==> config.mk <==
export PLATFORM = sky130hd
export DESIGN_NAME = write_buffer_top
export DESIGN_NICKNAME = d
export VERILOG_FILES = /design/src/wb_pkg.sv /design/src/wb_store.sv /design/src/wb_lookup.sv /design/src/axi_line_writer.sv /design/src/write_buffer_top.sv
export SDC_FILE = /design/constraint.sdc
export NUM_CORES = 2
export LEC_CHECK = 0
export ABC_AREA = 0
export BUFFER_PORTS_ARGS = -buffer_cell sky130_fd_sc_hd__buf_2
export CORE_MARGIN = 2
export CORE_UTILIZATION = 64
export CTS_CLUSTER_SIZE = 16
export DETAILED_ROUTE_END_ITERATION = 16
export PLACE_DENSITY_LB_ADDON = 0.05
export SLEW_MARGIN = 10
export SYNTH_ARGS = -nofsm -noshare
export SYNTH_HDL_FRONTEND = slang
export SYNTH_SLANG_ARGS = --single-unit
==> constraint.sdc <==
create_clock -name clk -period 25.5 [get_ports clk]
set_input_delay 1.275 -clock clk [delete_from_list [all_inputs] [get_ports clk]]
set_output_delay 1.275 -clock clk [all_outputs]
set_load 0.05 [all_outputs]
==> src/wb_pkg.sv <==
package wb_pkg;

    // line address width
    localparam int ADDR_WIDTH = 32;

    // log2 of words per line
    localparam int OFFSET_WIDTH = 2;

    // words per line, one beat each
    localparam int BEATS = 1 << OFFSET_WIDTH;

    localparam int WORD_WIDTH = 32;
    localparam int LINE_WIDTH = BEATS * WORD_WIDTH;

    // number of buffer entries
    localparam int WB_DEPTH = 5;

    // must hold values 0..WB_DEPTH
    localparam int COUNT_WIDTH = 3;

    // line writer burst phases
    typedef enum logic [1:0] {
        BURST_IDLE = 2'd0,
        BURST_ADDR = 2'd1,
        BURST_DATA = 2'd2,
        BURST_RESP = 2'd3
    } burst_state_e;

    // insert side handshake
    typedef enum logic {
        INS_IDLE = 1'b0,
        INS_ACK  = 1'b1
    } insert_state_e;

endpackage

==> src/wb_store.sv <==
`timescale 1ns/1ps

module wb_store
    import wb_pkg::*;
(
    input  logic                           clk,
    input  logic                           rstn,
    input  logic                           in_valid,
    input  logic [ADDR_WIDTH-1:0]          in_addr,
    input  logic [LINE_WIDTH-1:0]          in_data,
    output logic                           in_ready,
    input  logic                           line_done,
    output logic [COUNT_WIDTH-1:0]         count,
    output logic [WB_DEPTH*ADDR_WIDTH-1:0] entry_addr,
    output logic [WB_DEPTH*LINE_WIDTH-1:0] entry_data,
    output logic [ADDR_WIDTH-1:0]          head_addr,
    output logic [LINE_WIDTH-1:0]          head_data,
    output logic                           head_valid
);

    insert_state_e ins_state;
    insert_state_e ins_next;

    logic [ADDR_WIDTH-1:0]  addr_q [WB_DEPTH];
    logic [LINE_WIDTH-1:0]  data_q [WB_DEPTH];
    logic                   insert_fire;
    logic [COUNT_WIDTH-1:0] head_idx;

    // accept only when idle and not full
    assign insert_fire = (ins_state == INS_IDLE) && in_valid &&
                         (count < COUNT_WIDTH'(WB_DEPTH));

    always_comb begin
        ins_next = ins_state;
        case (ins_state)
            INS_IDLE: begin
                if (insert_fire) begin
                    ins_next = INS_ACK;
                end
            end
            INS_ACK: ins_next = INS_IDLE;
            default: ins_next = INS_IDLE;
        endcase
    end

    always_ff @(posedge clk or negedge rstn) begin
        if (!rstn) begin
            ins_state <= INS_IDLE;
        end else begin
            ins_state <= ins_next;
        end
    end

    // one-cycle ack after the line is captured
    assign in_ready = (ins_state == INS_ACK);

    // newest line lands in slot 0, everything else ages by one
    always_ff @(posedge clk) begin
        if (insert_fire) begin
            addr_q[0] <= in_addr;
            data_q[0] <= in_data;
            for (int i = 1; i < WB_DEPTH; i++) begin
                addr_q[i] <= addr_q[i-1];
                data_q[i] <= data_q[i-1];
            end
        end
    end

    // simultaneous insert and free cancel out
    always_ff @(posedge clk or negedge rstn) begin
        if (!rstn) begin
            count <= '0;
        end else begin
            case ({insert_fire, line_done})
                2'b10:   count <= count + 1'b1;
                2'b01:   count <= count - 1'b1;
                default: count <= count;
            endcase
        end
    end

    always_comb begin
        for (int i = 0; i < WB_DEPTH; i++) begin
            entry_addr[i*ADDR_WIDTH +: ADDR_WIDTH] = addr_q[i];
            entry_data[i*LINE_WIDTH +: LINE_WIDTH] = data_q[i];
        end
    end

    // oldest valid entry sits at count-1
    assign head_idx   = (count == '0) ? '0 : count - 1'b1;
    assign head_valid = (count != '0);
    assign head_addr  = addr_q[head_idx];
    assign head_data  = data_q[head_idx];

    a_count_bound: assert property (
        @(posedge clk) disable iff (!rstn)
        count <= COUNT_WIDTH'(WB_DEPTH)
    );

    // a response must always belong to a buffered line
    a_free_nonempty: assert property (
        @(posedge clk) disable iff (!rstn)
        line_done |-> (count != '0)
    );

endmodule

==> src/wb_lookup.sv <==
`timescale 1ns/1ps

module wb_lookup
    import wb_pkg::*;
(
    input  logic [COUNT_WIDTH-1:0]         count,
    input  logic [WB_DEPTH*ADDR_WIDTH-1:0] entry_addr,
    input  logic [WB_DEPTH*LINE_WIDTH-1:0] entry_data,
    input  logic [ADDR_WIDTH-1:0]          query_addr,
    output logic                           query_hit,
    output logic [LINE_WIDTH-1:0]          query_data
);

    logic [WB_DEPTH-1:0] match;

    // slots at or beyond count are stale
    always_comb begin
        for (int i = 0; i < WB_DEPTH; i++) begin
            match[i] = (COUNT_WIDTH'(i) < count) &&
                       (entry_addr[i*ADDR_WIDTH +: ADDR_WIDTH] == query_addr);
        end
    end

    // walk oldest to youngest so the lowest index wins
    always_comb begin
        query_hit  = 1'b0;
        query_data = '0;
        for (int i = WB_DEPTH - 1; i >= 0; i--) begin
            if (match[i]) begin
                query_hit  = 1'b1;
                query_data = entry_data[i*LINE_WIDTH +: LINE_WIDTH];
            end
        end
    end

endmodule

==> src/axi_line_writer.sv <==
`timescale 1ns/1ps

module axi_line_writer
    import wb_pkg::*;
(
    input  logic                  clk,
    input  logic                  rstn,
    input  logic                  head_valid,
    input  logic [ADDR_WIDTH-1:0] head_addr,
    input  logic [LINE_WIDTH-1:0] head_data,
    output logic                  line_done,
    output logic [ADDR_WIDTH-1:0] awaddr,
    output logic                  awvalid,
    input  logic                  awready,
    output logic [WORD_WIDTH-1:0] wdata,
    output logic                  wvalid,
    output logic                  wlast,
    input  logic                  wready,
    input  logic                  bvalid,
    output logic                  bready
);

    burst_state_e state;
    burst_state_e state_next;

    logic [OFFSET_WIDTH-1:0] beat;
    logic [ADDR_WIDTH-1:0]   addr_q;
    logic [LINE_WIDTH-1:0]   line_q;
    logic                    last_beat;

    assign last_beat = (beat == OFFSET_WIDTH'(BEATS - 1));

    always_comb begin
        state_next = state;
        case (state)
            BURST_IDLE: begin
                if (head_valid) begin
                    state_next = BURST_ADDR;
                end
            end
            BURST_ADDR: begin
                if (awready) begin
                    state_next = BURST_DATA;
                end
            end
            BURST_DATA: begin
                if (wready && last_beat) begin
                    state_next = BURST_RESP;
                end
            end
            BURST_RESP: begin
                if (bvalid) begin
                    state_next = BURST_IDLE;
                end
            end
            default: state_next = BURST_IDLE;
        endcase
    end

    always_ff @(posedge clk or negedge rstn) begin
        if (!rstn) begin
            state <= BURST_IDLE;
            beat  <= '0;
        end else begin
            state <= state_next;
            if (state == BURST_ADDR) begin
                beat <= '0;
            end else if (state == BURST_DATA && wready) begin
                beat <= beat + 1'b1;
            end
        end
    end

    // snapshot of the head line, taken as the burst starts
    always_ff @(posedge clk) begin
        if (state == BURST_IDLE && head_valid) begin
            addr_q <= head_addr;
            line_q <= head_data;
        end
    end

    assign awvalid = (state == BURST_ADDR);
    assign awaddr  = addr_q;

    // low word first
    assign wvalid = (state == BURST_DATA);
    assign wdata  = line_q[WORD_WIDTH*beat +: WORD_WIDTH];
    assign wlast  = (state == BURST_DATA) && last_beat;

    assign bready    = (state == BURST_RESP);
    assign line_done = (state == BURST_RESP) && bvalid;

    // last beat carries the top word of the line still at the head
    a_wlast_in_beat: assert property (
        @(posedge clk) disable iff (!rstn)
        wlast |-> (wvalid && wdata == head_data[LINE_WIDTH-WORD_WIDTH +: WORD_WIDTH])
    );

    // the head must not move while the address waits
    a_aw_hold: assert property (
        @(posedge clk) disable iff (!rstn)
        (awvalid && !awready) |=> (awvalid && awaddr == head_addr)
    );

endmodule

==> src/write_buffer_top.sv <==
`timescale 1ns/1ps

module write_buffer_top
    import wb_pkg::*;
(
    input  logic                  clk,
    input  logic                  rstn,
    input  logic                  in_valid,
    input  logic [ADDR_WIDTH-1:0] in_addr,
    input  logic [LINE_WIDTH-1:0] in_data,
    output logic                  in_ready,
    input  logic [ADDR_WIDTH-1:0] query_addr,
    output logic                  query_hit,
    output logic [LINE_WIDTH-1:0] query_data,
    output logic [ADDR_WIDTH-1:0] awaddr,
    output logic                  awvalid,
    input  logic                  awready,
    output logic [WORD_WIDTH-1:0] wdata,
    output logic                  wvalid,
    output logic                  wlast,
    input  logic                  wready,
    input  logic                  bvalid,
    output logic                  bready
);

    logic [COUNT_WIDTH-1:0]         count;
    logic [WB_DEPTH*ADDR_WIDTH-1:0] entry_addr;
    logic [WB_DEPTH*LINE_WIDTH-1:0] entry_data;
    logic [ADDR_WIDTH-1:0]          head_addr;
    logic [LINE_WIDTH-1:0]          head_data;
    logic                           head_valid;
    logic                           line_done;

    wb_store wb_store_inst (
        .clk        (clk),
        .rstn       (rstn),
        .in_valid   (in_valid),
        .in_addr    (in_addr),
        .in_data    (in_data),
        .in_ready   (in_ready),
        .line_done  (line_done),
        .count      (count),
        .entry_addr (entry_addr),
        .entry_data (entry_data),
        .head_addr  (head_addr),
        .head_data  (head_data),
        .head_valid (head_valid)
    );

    wb_lookup wb_lookup_inst (
        .count      (count),
        .entry_addr (entry_addr),
        .entry_data (entry_data),
        .query_addr (query_addr),
        .query_hit  (query_hit),
        .query_data (query_data)
    );

    axi_line_writer axi_line_writer_inst (
        .clk        (clk),
        .rstn       (rstn),
        .head_valid (head_valid),
        .head_addr  (head_addr),
        .head_data  (head_data),
        .line_done  (line_done),
        .awaddr     (awaddr),
        .awvalid    (awvalid),
        .awready    (awready),
        .wdata      (wdata),
        .wvalid     (wvalid),
        .wlast      (wlast),
        .wready     (wready),
        .bvalid     (bvalid),
        .bready     (bready)
    );

endmodule

### Word level (Yosys, flattened, before mapping)

Memory sizes are Yosys's and may differ from the RTL's. A register that Yosys moved wholly into a read port is not among the register bits.
Index checks and enable logic that the tools add are counted.

| storage, ports and cells | value |
|---|---|
| register bits after elaboration | 8 |
| RAM bits | 800 |
| output and inout bits | 198 |
| logic and storage cells | 72 |
| memories kept | 2 |

Memory list:

| memory | depth | bits a word | read ports | clocked after memory_dff | wr ports | RTL line | text |
|---|---|---|---|---|---|---|---|
| wb_store_inst.data_q | 5 | 128 | 6 | 1 | 5 | wb_store.sv:25 | `logic [LINE_WIDTH-1:0] data_q [WB_DEPTH];` |
| wb_store_inst.addr_q | 5 | 32 | 6 | 1 | 5 | wb_store.sv:24 | `logic [ADDR_WIDTH-1:0] addr_q [WB_DEPTH];` |

| cells by class | value |
|---|---|
| add/sub/neg operators | 3 |
| magnitude comparators | 6 |
| equal/unequal tests | 15 |
| shift-type cells | 1 |
| mux-type cells | 22 |
| bitwise logic cells | 1 |
| reductions and logical operators | 18 |

Operators by type and width:

| cell | number |
|---|---|
| $mux 128 | 5 |
| $eq 32x32->1 | 5 |
| $shiftx 128x8->32 | 1 |
| $logic_and 1x1->1 | 12 |
| $mux 2 | 6 |
| $eq 2x2->1 const B | 4 |
| $pmux 2 s4 | 1 |
| $mux 1 | 7 |
| $lt 1x3->1 const A | 2 |
| $lt 2x3->1 const A | 2 |
| $ne 2x1->1 const B | 3 |
| $pmux 3 s2 | 1 |
| $eq 2x1->1 const B | 2 |
| $reduce_and 4->1 | 1 |
| $reduce_bool 2->1 | 2 |
| $add 3x1->3 const B | 1 |
| $logic_not 3->1 | 1 |
| $lt 3x3->1 const A | 1 |
| $lt 3x3->1 const B | 1 |
| $mux 3 | 1 |
| $reduce_bool 3->1 | 1 |
| $sub 3x1->3 const B | 1 |
| $add 2x1->2 const B | 1 |
| $logic_not 2->1 | 1 |
| other kinds (3) | 3 |

### Logic depth before layout (Yosys ltp)

| depth | value |
|---|---|
| depth after elaboration | 7 |
| depth in mapped cells | 13 |
| mapped depth without buffers | 8 |

### By module

A second synthesis with hierarchy kept.

| second synthesis, totals | value |
|---|---|
| cell total of the unflattened synthesis | 3362 |
| area, all modules | 46276.9 sq um |

Modules (own cells, without submodules):

| module | times used | cells an instance | area each (sq um) |
|---|---|---|---|
| wb_store | 1 | 1967 | 31644.1 |
| wb_lookup | 1 | 1166 | 8713.4 |
| axi_line_writer | 1 | 229 | 5919.4 |

### Least setup slack after synthesis

Ideal clock, no wire load.

| path | value |
|---|---|
| path kind | input port to flip-flop |
| start | input port in_valid |
| end | memory wb_store_inst.addr_q[0][0], enable pin |
| arrival | 16.750 ns |
| path slack | 7.612 ns |
| stages | 2 |
| path buffers | 0 |
| cells stage by stage | nand3b_1 > inv_1 |

RTL lines:

| item | RTL line | text |
|---|---|---|
| from (decl) | write_buffer_top.sv:8 | `input logic in_valid,` |
| to (decl) | wb_store.sv:24 |  |

### Final worst setup path

| path | value |
|---|---|
| start | input port query_addr[26] |
| end | output port query_data[123] |

| on the way | value |
|---|---|
| cells in the longest elaborated chain, start to end | 7 |
| elaborated cells between the ends (all ways) | 15 |

RTL lines:

| item | RTL line | text |
|---|---|---|
| from (decl) | write_buffer_top.sv:12 | `input logic [ADDR_WIDTH-1:0] query_addr,` |
| $eq 32x32->1 | wb_lookup.sv:20 | `(entry_addr[i*ADDR_WIDTH +: ADDR_WIDTH] == query_addr);` |
| $logic_and 1x1->1 | wb_lookup.sv:19 | `match[i] = (COUNT_WIDTH'(i) < count) &&` |
| $mux 128 (4 in series) | wb_lookup.sv:29 | `if (match[i]) begin` |
| $mux 128 (*) | wb_lookup.sv:29 |  |
| to (decl) | write_buffer_top.sv:14 | `output logic [LINE_WIDTH-1:0] query_data,` |

Every way passes the cells marked *; elsewhere a longest branch is shown, timed or not.

==> run summary <==
Across the run, the number of max-cap violations was 0. The hold path depth came out at 0. For this design, the CTS-stage hold fixing added 0 buffers. Combinational logic is responsible for 34.0% of the overall power. Setup violations remaining at the end of the flow were counted as 0. The maximum number of buffers from clock root to sink came out at 3.

Traced cell by cell, the critical path runs through buf_2 -> xnor2_1 -> nand4_1 -> nor4_1 -> nand4_1 -> or4_4 -> buf_4 -> nand2b_4 -> buf_4 -> o311ai_1 -> buf_2. After clock tree synthesis, the repair step resized 0 gates. After routing the design area is 48800 um^2. The largest stage delay on the critical path was 0.90 ns. The critical path capture point type is an output pin.

The overall routing resource usage came out at 36.5%. The count of fill cells added during filler insertion was 4457. Row generation in the floorplan step produced 95 rows. In this run the register-to-register setup slack is 20.16 ns. Measured in cells, the most critical reg-to-reg path has a length of 9. After synthesis, the mean cell area works out to 13.0 um^2.

Startpoint of the most critical hold path: wb_store_inst.data_q[3][80]$_DFFE_PP_. The path with the worst hold slack has its endpoint at wb_store_inst.data_q[4][80]$_DFFE_PP_. Detailed placement finished with a half-perimeter wire length of 79100 um.

Registers are responsible for 43.3% of the overall power. Capture point of the worst reg-to-reg path: axi_line_writer_inst.line_q[97]$_DFFE_PP_. The top cell type by total area after synthesis was sky130_fd_sc_hd__edfxtp_1. Sum of internal, switching and leakage power: 6680 uW. The initial antenna violation count was 7. The critical path startpoint category is an input port. The tightest min-delay check is of the flip-flop to flip-flop type.

Setup repair after global routing left no endpoint under its margin. The data arrival time at the worst-slack endpoint was 6.34 ns. In this run the power spent charging and discharging nets is 2650 uW. Along the worst path, the maximum fanout reaches 72.

The last weighted congestion value of the routability-driven placer was 0.978; the design internal power was 4030 uW. The violation count after the first detailed-route iteration is 5075, and the flip-flop and latch count after synthesis is 968. By count the netlist is led by sky130_fd_sc_hd__edfxtp_1, sky130_fd_sc_hd__nand2_1, sky130_fd_sc_hd__o21ai_0. The detail route stage leaves a number of antenna-violating nets equal to 0.

The setup path with the least slack is of type input port to output pin. The tools report the number of global-route vias before repair as 29100. Wire length of the first global-routing pass: 191000 um.

The run finished with clean final reports. The startpoint of the worst-slack reg-to-reg timing path was wb_store_inst.count[0]$_DFFE_PN0P_. For this run, the number of Yosys warnings is 0.

The number of port buffers is 395, and the area inside the core boundary is 67000 um^2. The cell sitting at the root of the clock tree is a sky130_fd_sc_hd__clkbuf_16. The period utilization works out to 29.9%.

Max-slew headroom at the worst pin: 5.78%. The run gives 3528 as the synthesized net count. For the first-pass iteration count of the detailed router, the log shows 10.

Across the VDD grid, the largest voltage drop is 107 uV. The clock reaches the later pin of the worst-skew pair after 0.66 ns. The max-slew violation total from the final report is 0.

Static timing analysis puts the maximum clock frequency at 0.131 GHz. The clock share of power is 22.7%, and the summed instance area of the synthesized netlist is 43300 um^2. The die is 264 um wide. Library cell contributing the largest single delay on the critical path: sky130_fd_sc_hd__nand2b_4. The number of distinct library cell variants in the gate-level netlist after synthesis was 44. Entering global routing, the biggest net connects 187 pins. Counting the buffers created by CTS gives 98.

The synthesized design devotes to its leading area cell type 66.6% of total area. Initial core utilization: 64.5%. Buffers added to address setup during post-CTS repair amount to 0. The tools report the data required time at the worst endpoint as 24.23 ns. The overall die area was 69700 um^2; the sequential area share after synthesis was 67.1%. In the final routed layout, each cell accounts on average for 28.4 um. Relative to the synthesized area, the layout overhead comes to 12.9%.

Cell count after synthesis: 3319. Summed over all layers, the global routing overflow is 0. Pin placement for this block handled 396 I/O pins. In this run the vertical extent of the chip is 264 um. The clock-pin slew of the registers on the worst-case setup and hold paths came out at 0.06 ns. Counting every sink on the clock net gives 968.

The worst clock skew was 0.0195 ns; the area used by multi-input combinational logic was 13000 um^2. Yosys instantiated no cell more often than sky130_fd_sc_hd__edfxtp_1. In this run switching power makes up 39.7% of total power. The number of nets in the finished design was 3784. The final-report hold violation count is 0. Summing all flip-flop and latch instances after layout gives 29000 um^2. TritonCTS built the clock tree.

The routed design has 129000 um of wire. The clock period could shrink to 7.62 ns. After detailed routing, the number of remaining DRC violations is 0. For the leakage power of the design, the log shows 0.0170 uW. The proportion of layout cells with a drive suffix above 1 works out to 22.3%. The per-cell via count in the routed design works out to 6.82. CTS built an H-tree with a depth of 3.

Yosys mapped a number of flops with a built-in enable equal to 960. The actual slew at the worst max-slew pin was 1.40 ns. For the setup TNS, the log shows 0 ns. Sorting the synthesized cells by area gives the leading types as sky130_fd_sc_hd__edfxtp_1, sky130_fd_sc_hd__nand2_1, sky130_fd_sc_hd__mux2_2.

The async set-or-reset flop fraction in the synthesized netlist is 0.826%. Power spread over the standard cell area amounts to 137 nW/um^2. The final route contains 30900 vias. The flip-flop cell with the highest count after synthesis is sky130_fd_sc_hd__edfxtp_1.

The run gives 45500 um^2 as the area after detailed placement.
state kept, by name, indices dropped and copies added (netlist names):
name and flops:
axi_line_writer_inst.state 2, axi_line_writer_inst.beat 2, wb_store_inst.data_q 640, wb_store_inst.addr_q 160
axi_line_writer_inst.awaddr 32, axi_line_writer_inst.line_q 128, wb_store_inst.in_ready 1, wb_store_inst.count 3
worst max-delay path, delay by kind of cell:
kind,cells,cell delay [ns]
and+or+nand+nor,5,2.31
AOI/OAI and AO/OA,1,0.38
xor gates and xnor gates,1,0.31
buffers and inverters,4,1.73
kinds of logic after synthesis:
logic type / share of synthesized area, %
buf+inv: 3.01
fa+ha+maj: 0.318
xor+xnor: 3.30
simple gates: 10.9
flops: 67.1
compound gates: 9.54
mux: 5.83
per-layer routing:
metal  wire length, um  vias up  share of wire (%)  track usage (%)
met5                 0        -                  0                0
met4              5830        0                4.5             14.0
met3             16100      292                 12             7.25
met2             58600     2420                 45             55.0
met1             48300    15100                 37             53.3
li1                  -    13100                  -                -
power groups by stage:
stage | Clock, uW | Combinational [uW] | Sequential (uW)
floorplan | 0 | 1370 | 3140
global placement | 0 | 2200 | 2880
detailed placement | 0 | 2230 | 2910
CTS | 1520 | 2240 | 2880
global route | 1580 | 2400 | 2940
finish | 1510 | 2270 | 2900
how the worst max path moves through the flow:
stage	startpoint	to	cells after the start
after floorplan	in_valid	wb_store_inst.addr_q[0][0]$_DFFE_PP_	2
after global placement	query_addr[2]	query_data[123]	11
after detailed placement	query_addr[9]	query_data[123]	11
after CTS	query_addr[9]	query_data[123]	11
after global routing	query_addr[9]	query_data[123]	11
final	query_addr[26]	query_data[123]	11
cell type report:
| class | instances | share of cell area, % |
|---|---|---|
| Tap cell | 873 | 2.24 |
| Multi-Input combinational cell | 2063 | 26.6 |
| Clock inverter | 61 | 1.49 |
| Inverter | 12 | 0.108 |
| Sequential cell | 968 | 59.5 |
| Timing Repair Buffer | 432 | 4.72 |
| Antenna cell | 6 | 0.0307 |
| Clock buffer | 116 | 5.33 |
stage by stage:
stage	std cells	utilization, %	hold slack (ns)	setup WS, ns
floorplan	3319	-	0.439	7.61
global placement	4348	67.8	0.448	18.34
detailed placement	4348	67.8	0.459	18.26
CTS	4525	72.8	0.474	18.26
global route	4526	72.8	0.486	17.92
finish	4531	72.8	0.476	17.88
layout by cell type, fill, tap and decap left out, types with 11 or more instances in the layout:
master                      Yosys  layout
sky130_fd_sc_hd__edfxtp_1     960     960
sky130_fd_sc_hd__nand2_1      615     615
sky130_fd_sc_hd__buf_2         61     395
sky130_fd_sc_hd__o21ai_0      327     327
sky130_fd_sc_hd__nand3_1      293     293
sky130_fd_sc_hd__mux2_2       160     160
sky130_fd_sc_hd__nor2_1       131     130
sky130_fd_sc_hd__a221oi_1     111     111
sky130_fd_sc_hd__o311ai_1     106     106
sky130_fd_sc_hd__clkbuf_16      0     101
sky130_fd_sc_hd__xor2_1        96      96
sky130_fd_sc_hd__xnor2_1       67      67
sky130_fd_sc_hd__buf_4         15      33
sky130_fd_sc_hd__mux4_2        32      32
sky130_fd_sc_hd__nor4_1        26      24
sky130_fd_sc_hd__nand4_1       19      19
sky130_fd_sc_hd__clkinv_1       0      19
sky130_fd_sc_hd__clkinv_2       0      19
sky130_fd_sc_hd__bufinv_16      0      17
sky130_fd_sc_hd__a221oi_2      16      16
sky130_fd_sc_hd__o311ai_2      14      14
sky130_fd_sc_hd__clkbuf_1     158      13
sky130_fd_sc_hd__inv_1         12      11
No activity file was read; power rests on OpenSTA's default activity.
